<file path="src/common/dds_cfg.svh">
// Build-time sizes for the multichannel cosine DDS.
// All RTL modules and the testbench take their sizes from these macros.
// DDS_LUT_ADDR_BITS must be at least 3, so that the table keeps a quadrant field.
// A larger DDS_SAMPLE_WIDTH widens the quarter-wave table entries.

`ifndef DDS_CFG_SVH
`define DDS_CFG_SVH

// width of each channel's phase accumulator
`define DDS_PHASE_BITS 24

// low phase bits that are discarded before the table lookup
`define DDS_QUANT_BITS 8

// the full-period lookup address is the top of the phase
`define DDS_LUT_ADDR_BITS (`DDS_PHASE_BITS - `DDS_QUANT_BITS)

// signed output sample width where full scale is 2^(width-1)-1
`define DDS_SAMPLE_WIDTH 16

// consecutive samples that each channel produces per clock
`define DDS_PARALLEL_SAMPLES 4

// number of independent channels
`define DDS_CHANNELS 8

`endif

</file>
<file path="src/common/dds_pkg.sv">
// Shared types of the cosine DDS, sized from the configuration header.
// In the sample blocks, lane 0 is the earliest sample of a clock.
// The output block has a single valid bit for all channels.

`default_nettype none

`include "dds_cfg.svh"

package dds_pkg;

  // unsigned phase that wraps modulo 2^DDS_PHASE_BITS
  typedef logic [`DDS_PHASE_BITS-1:0] phase_t;

  // signed two's complement cosine sample
  typedef logic signed [`DDS_SAMPLE_WIDTH-1:0] sample_t;

  // the table sees the truncated phase either as a plain address or split
  // into the quadrant and the position inside that quadrant
  typedef union packed {
    logic [`DDS_LUT_ADDR_BITS-1:0] raw;
    struct packed {
      logic [1:0]                    quadrant;
      logic [`DDS_LUT_ADDR_BITS-3:0] index;
    } fold;
  } lut_addr_u;

  // one increment per channel with channel 0 in the low bits
  typedef phase_t [`DDS_CHANNELS-1:0] phase_inc_t;

  // one clock worth of samples for one channel
  typedef sample_t [`DDS_PARALLEL_SAMPLES-1:0] sample_block_t;

  // realtime output stream that has no ready
  typedef struct packed {
    sample_block_t [`DDS_CHANNELS-1:0] data;
    logic                              valid;
  } dds_out_t;

endpackage

`default_nettype wire

</file>
<file path="src/dds/dds_phase_accum.sv">
// Phase accumulator for one DDS channel.
// A load writes the increment register on the same edge. The next edge already
// registers phases that use the new increment.
// The accumulator is not cleared when the increment changes, so phase stays
// continuous over a frequency change.
// All arithmetic wraps modulo 2^DDS_PHASE_BITS.

`default_nettype none

`include "dds_cfg.svh"

module dds_phase_accum (
  input  logic                                         clk,
  input  logic                                         reset,
  input  logic                                         inc_load,
  input  dds_pkg::phase_t                              inc,
  output dds_pkg::phase_t [`DDS_PARALLEL_SAMPLES-1:0] phases
);

  localparam int LANES = `DDS_PARALLEL_SAMPLES;

  // increment currently in use by this channel
  dds_pkg::phase_t inc_q;

  // phase of lane 0 for the block that is emitted next
  dds_pkg::phase_t acc_q;

  // distance from lane 0 to each lane, and the advance for a whole block
  dds_pkg::phase_t [LANES-1:0] lane_offset;
  dds_pkg::phase_t             block_step;

  always_ff @(posedge clk) begin
    if (reset) begin
      inc_q <= '0;
    end else if (inc_load) begin
      inc_q <= inc;
    end
  end

  // the multiplies are by constants, so they reduce to shifts and adds.
  // Truncating the product to the phase width is the same as wrapping the phase
  always_comb begin
    for (int k = 0; k < LANES; k++) begin
      lane_offset[k] = dds_pkg::phase_t'(inc_q * k);
    end
    block_step = dds_pkg::phase_t'(inc_q * LANES);
  end

  always_ff @(posedge clk) begin
    if (reset) begin
      acc_q <= '0;
    end else begin
      acc_q <= acc_q + block_step;
    end
  end

  // lane k carries acc + k*inc, so the lanes are consecutive samples in time.
  // They come from the same acc and inc that the advance above uses
  always_ff @(posedge clk) begin
    for (int k = 0; k < LANES; k++) begin
      phases[k] <= acc_q + lane_offset[k];
    end
  end

endmodule

`default_nettype wire

</file>
<file path="config.mk">
export PLATFORM = sky130hd
export DESIGN_NAME = dds_phase_accum
export DESIGN_NICKNAME = d
export VERILOG_FILES = /design/src/common/dds_pkg.sv /design/src/dds/dds_phase_accum.sv
export VERILOG_INCLUDE_DIRS = /design/src /design/src/common
export SDC_FILE = /design/constraint.sdc
export NUM_CORES = 1
export LEC_CHECK = 0
export BUFFER_PORTS_ARGS = -buffer_cell sky130_fd_sc_hd__buf_2
export CELL_PAD_IN_SITES_DETAIL_PLACEMENT = 0
export CELL_PAD_IN_SITES_GLOBAL_PLACEMENT = 1
export CORE_MARGIN = 3
export CORE_UTILIZATION = 47
export DETAILED_ROUTE_END_ITERATION = 8
export PLACE_DENSITY_LB_ADDON = 0.1
export SKIP_CTS_REPAIR_TIMING = 1
export SYNTH_ARGS = -nofsm -noshare
export SYNTH_HDL_FRONTEND = slang
export SYNTH_SLANG_ARGS = --single-unit
</file>
<file path="constraint.sdc">
create_clock -name clk -period 4.3 [get_ports clk]
set_input_delay 0.43 -clock clk [delete_from_list [all_inputs] [get_ports clk]]
set_output_delay 0.43 -clock clk [all_outputs]
set_load 0.02 [all_outputs]
</file>
* Word level (Yosys, flattened, before mapping)
Index checks and enable logic that the tools add are counted.
** Word-level totals
- Bits in registers :: 144
- RAM bits :: 0
- Memories :: 0
- Input port bits :: 27
- Logic and storage cells :: 11
- Memory bits (read-only) :: 0
- Bits in latches :: 0
** Cells by class
- Divide/modulo/power cells :: 0
- Add/subtract/negate cells :: 4
- Multiplexer cells :: 0
- Equality and inequality tests :: 0
- Order comparisons :: 0
- $mul :: 1
- Bitwise gates (word level) :: 0
- Reductions and logical operators :: 0
- Shifts and indexed selects :: 0
** Operator list (count)
- adder 24 bit :: 4
- multiplier 24 x 2 -> 24 bit (second input constant) :: 1

* Depth between registers and ports, before layout
- Depth in word-level cells :: 2
- Depth in mapped cells :: 12
- Mapped depth without buffers :: 12

* Least setup slack after synthesis
OpenSTA, ideal clock, no wires.
- Path kind :: register to register
- From :: reg acc_q[3]
- To :: reg phases[92] (netlist name)
- Data arrival time :: 2.739 ns
- Clock period less this slack :: 2.860 ns
- Library setup time :: 0.120 ns
- Required time :: 4.180 ns
- Cell stages (with the launch flop) :: 12
- Path slack :: 1.440 ns
- Buffers on the path :: 0
- Cells stage by stage :: dfxtp_1 fa_1 inv_1 fa_1 nor2b_1 o31a_1 o31ai_2 a311oi_1 nor3_2 o31ai_1 a21oi_1 xnor2_1
** Between the ends
- Longest elaborated chain between the ends :: 1
** RTL lines
- from (decl) :: RTL line dds_phase_accum.sv:26 : dds_pkg::phase_t acc_q;
- from (signal assigned) :: RTL line dds_phase_accum.sv:53 : acc_q <= acc_q + block_step;
- adder 24 bit :: RTL line dds_phase_accum.sv:61 : phases[k] <= acc_q + lane_offset[k];
- to (signal, indexed assignment) :: RTL line dds_phase_accum.sv:61
- to (decl) :: RTL line dds_phase_accum.sv:17 : output dds_pkg::phase_t [`DDS_PARALLEL_SAMPLES-1:0] phases
No other way between the ends.
A chain may end at the register's enable or synchronous reset.

* Final worst setup path
- From :: reg acc_q[3]
- To :: reg phases[89] (netlist name)
Same word-level chain as after synthesis.

==> impl_metrics.toml <==
[outcome]
outcome = "finished clean"

[placement]
gp_congestion = 0.919
dp_hpwl_um = 14200
port_buffers = 119
dp_slack_ns = 0.910

[synth]
syn_area_um2 = 7610
synth_seq_cells = 137
async_flop_share = 0
synth.avg_cell_area_um2 = 9.76
synth_warnings = 0
ys_seq_area_frac = 0.360
synth_edf_count = 0
syn_inst = 780
ys_types = 60
synthFlopType = "dfxtp_1"

[global_routing]
grt_max_degree = 48
antenna_found_initial = 0
track_usage = 0.208
grt_pass1_vias = 5980
grt_overflow = 0
grt_pass1_wl_um = 29500

[worst_setup_path]
cp_max_fo = 8
reg2reg_depth = 10
crit_path_end = "phases[89]$_DFF_P_"
rr_endpoint = "phases[89]$_DFF_P_"
r2r_slack_ns = 0.88
worstPathArrival_ns = 3.77
r2r_start = "acc_q[3]$_SDFF_PP0_"
setup.worst_path.start = "acc_q[3]$_SDFF_PP0_"
critPathKind = "reg -> reg"
crit_path_start_kind = "flip-flop"
end_kind = "flip-flop"
required_ns = 4.65

[clock_tree]
clk_latency_ns = 0.43
cts_tree = "built"
clkSlewWorstSetupHoldPaths_ns = 0.06
root_buffer = "clkbuf_16"
numCtsBuffers = 17
htreeDepth = 4
cts_sinks = 137
clockBufferDepth = 2

[floorplan]
die_w_um = 133
row_count = 45
ioPinCount = 123
initial_utilization = 0.490
die-area_um2 = 17800
die_h_um = 133
fp.coreArea_um2 = 15500

[routing]
viasPerCell = 5.39
dr.pass1.iters = 4
routedWlPerCell_um = 16.3
drt_iter0_drc = 330
drc_errors = 0
drtAntennaViolNets = 0
routed-via-count = 6080
routed_wl_um = 18300

[cells_and_area]
post-route-util = 0.579
nets = 1041
area_growth_pct = 18.3
drive_above_1_share = 0.180
num_antenna_cells = 0

[job]
maxCapViolCount = 0

[sta]
worst_slack_ns = 0.877
slew_headroom = 0.421
slew_violations = 0
tightestPinTransition_ns = 0.869
max_freq_mhz = 292
hold_viol = 0
final.period_utilization = 0.796
final.setup_skew_ns = 0.0104
rsz0062_at_grt = "false"
hold_slack_ns = 0.244
setup_tns_ns = 0
setup_viol = 0
layout_min_cycle_time_ns = 3.42

[min_path]
hold_path_class = "in -> reg"
hold_path_depth = 3

[pwr]
power.density_nw_per_um2 = 481
p_leak_uw = 0.00454
peakVddDrop_mv = 0.295
## report_power, final
part	switching, uW	internal, uW	total (uW)
clock network	551	913	1460
registers	138	1500	1640
logic	755	474	1230
## worst max-delay path: stages (launching register included)
cell      delay, ns
dfxtp_1        0.62
fa_1           0.53
ha_1           0.32
a21o_1         0.18
a21oi_1        0.22
nor2b_1        0.11
o311ai_0       0.56
a31oi_1        0.33
o21a_1         0.26
nor2_1         0.11
xnor2_1        0.12
## per-layer routing
| layer | GRT usage | part of all wire |
|---|---|---|
| met5 | 0 | 0 |
| met4 | 0.0640 | 0.017 |
| met3 | 0.0431 | 0.048 |
| met2 | 0.330 | 0.45 |
| met1 | 0.285 | 0.49 |
## placed cells by master, fill, tap and decap left out, types with 8 or more instances in the layout
cell type	count
xnor2_1	47
nand3_1	19
a21o_1	35
clkbuf_16	17
o21bai_1	8
buf_2	119
ha_1	85
a211oi_1	8
a21oi_1	51
xor2_1	25
nor2b_1	12
nand2_1	37
nor3_1	20
inv_1	18
fa_1	25
o21ai_0	29
mux2i_1	25
dfxtp_1	137
nor2_1	91
## synth_stat cells (8+ instances only)
| cell | number | area, um^2 |
|---|---|---|
| dfxtp_1 | 137 | 2740 |
| nor2_1 | 91 | 342 |
| ha_1 | 85 | 1060 |
| a21oi_1 | 51 | 255 |
| xnor2_1 | 47 | 412 |
| nand2_1 | 37 | 139 |
| a21o_1 | 35 | 263 |
| o21ai_0 | 29 | 145 |
| fa_1 | 25 | 500 |
| mux2i_1 | 25 | 250 |
| xor2_1 | 25 | 219 |
| nor3_1 | 20 | 100 |
| nand3_1 | 19 | 95.1 |
| inv_1 | 18 | 67.6 |
| nor2b_1 | 12 | 75.1 |
| a211oi_1 | 8 | 60.1 |
| clkbuf_1 | 8 | 30.0 |
| o21bai_1 | 8 | 60.1 |
## how the worst min path moves through the flow
stage | start | to | slack (ns)
2_1_floorplan | inc_q[0]$_SDFFE_PP0P_ | phases[72]$_DFF_P_ | 0.37
3_3_place_gp | acc_q[23]$_SDFF_PP0_ | phases[23]$_DFF_P_ | 0.41
3_5_place_dp | inc_q[0]$_SDFFE_PP0P_ | phases[72]$_DFF_P_ | 0.41
4_1_cts | inc[22] | inc_q[22]$_SDFFE_PP0P_ | 0.23
5_1_grt | inc[21] | inc_q[21]$_SDFFE_PP0P_ | 0.25
6_report | inc[22] | inc_q[22]$_SDFFE_PP0P_ | 0.24
## sequential cells by signal, indices dropped and copies added, names as in the netlist
name,cells
acc_q,22
inc_q,24
phases,91
## through the flow
| stage | instance area (um^2) | power [uW] | cells |
|---|---|---|---|
| after global routing | 9000 | 4560 | 1128 |
| after CTS | 9000 | 4360 | 1128 |
| final | 9000 | 4330 | 1128 |
| after floorplan | 7620 | 2510 | 782 |
| after detailed placement | 8400 | 2880 | 1096 |
| after global placement | 8400 | 2870 | 1096 |
## final cells by class
class,instances,area (um^2)
flip-flops and latches,137,2740
clock buffers,22,484
fillers,1408,6540
inverters,18,67.6
well taps,211,264
clock inverters,10,118
repair buffers,119,596
multi-input cells,611,4730
## cells by family (layout without fill, tap and decap cells)
group	Yosys count	count (layout)	share of synthesized area
multiplexers	26	26	0.0344
other	1	3	0.000493
AND/OR/NAND/NOR	209	209	0.124
buffers and inverters	34	169	0.0192
flip-flops	137	137	0.360
adder cells (fa/ha/maj)	110	110	0.206
AO/OA/AOI/OAI	191	191	0.173
XOR/XNOR	72	72	0.0829
Power figures use the tool's default switching activity.
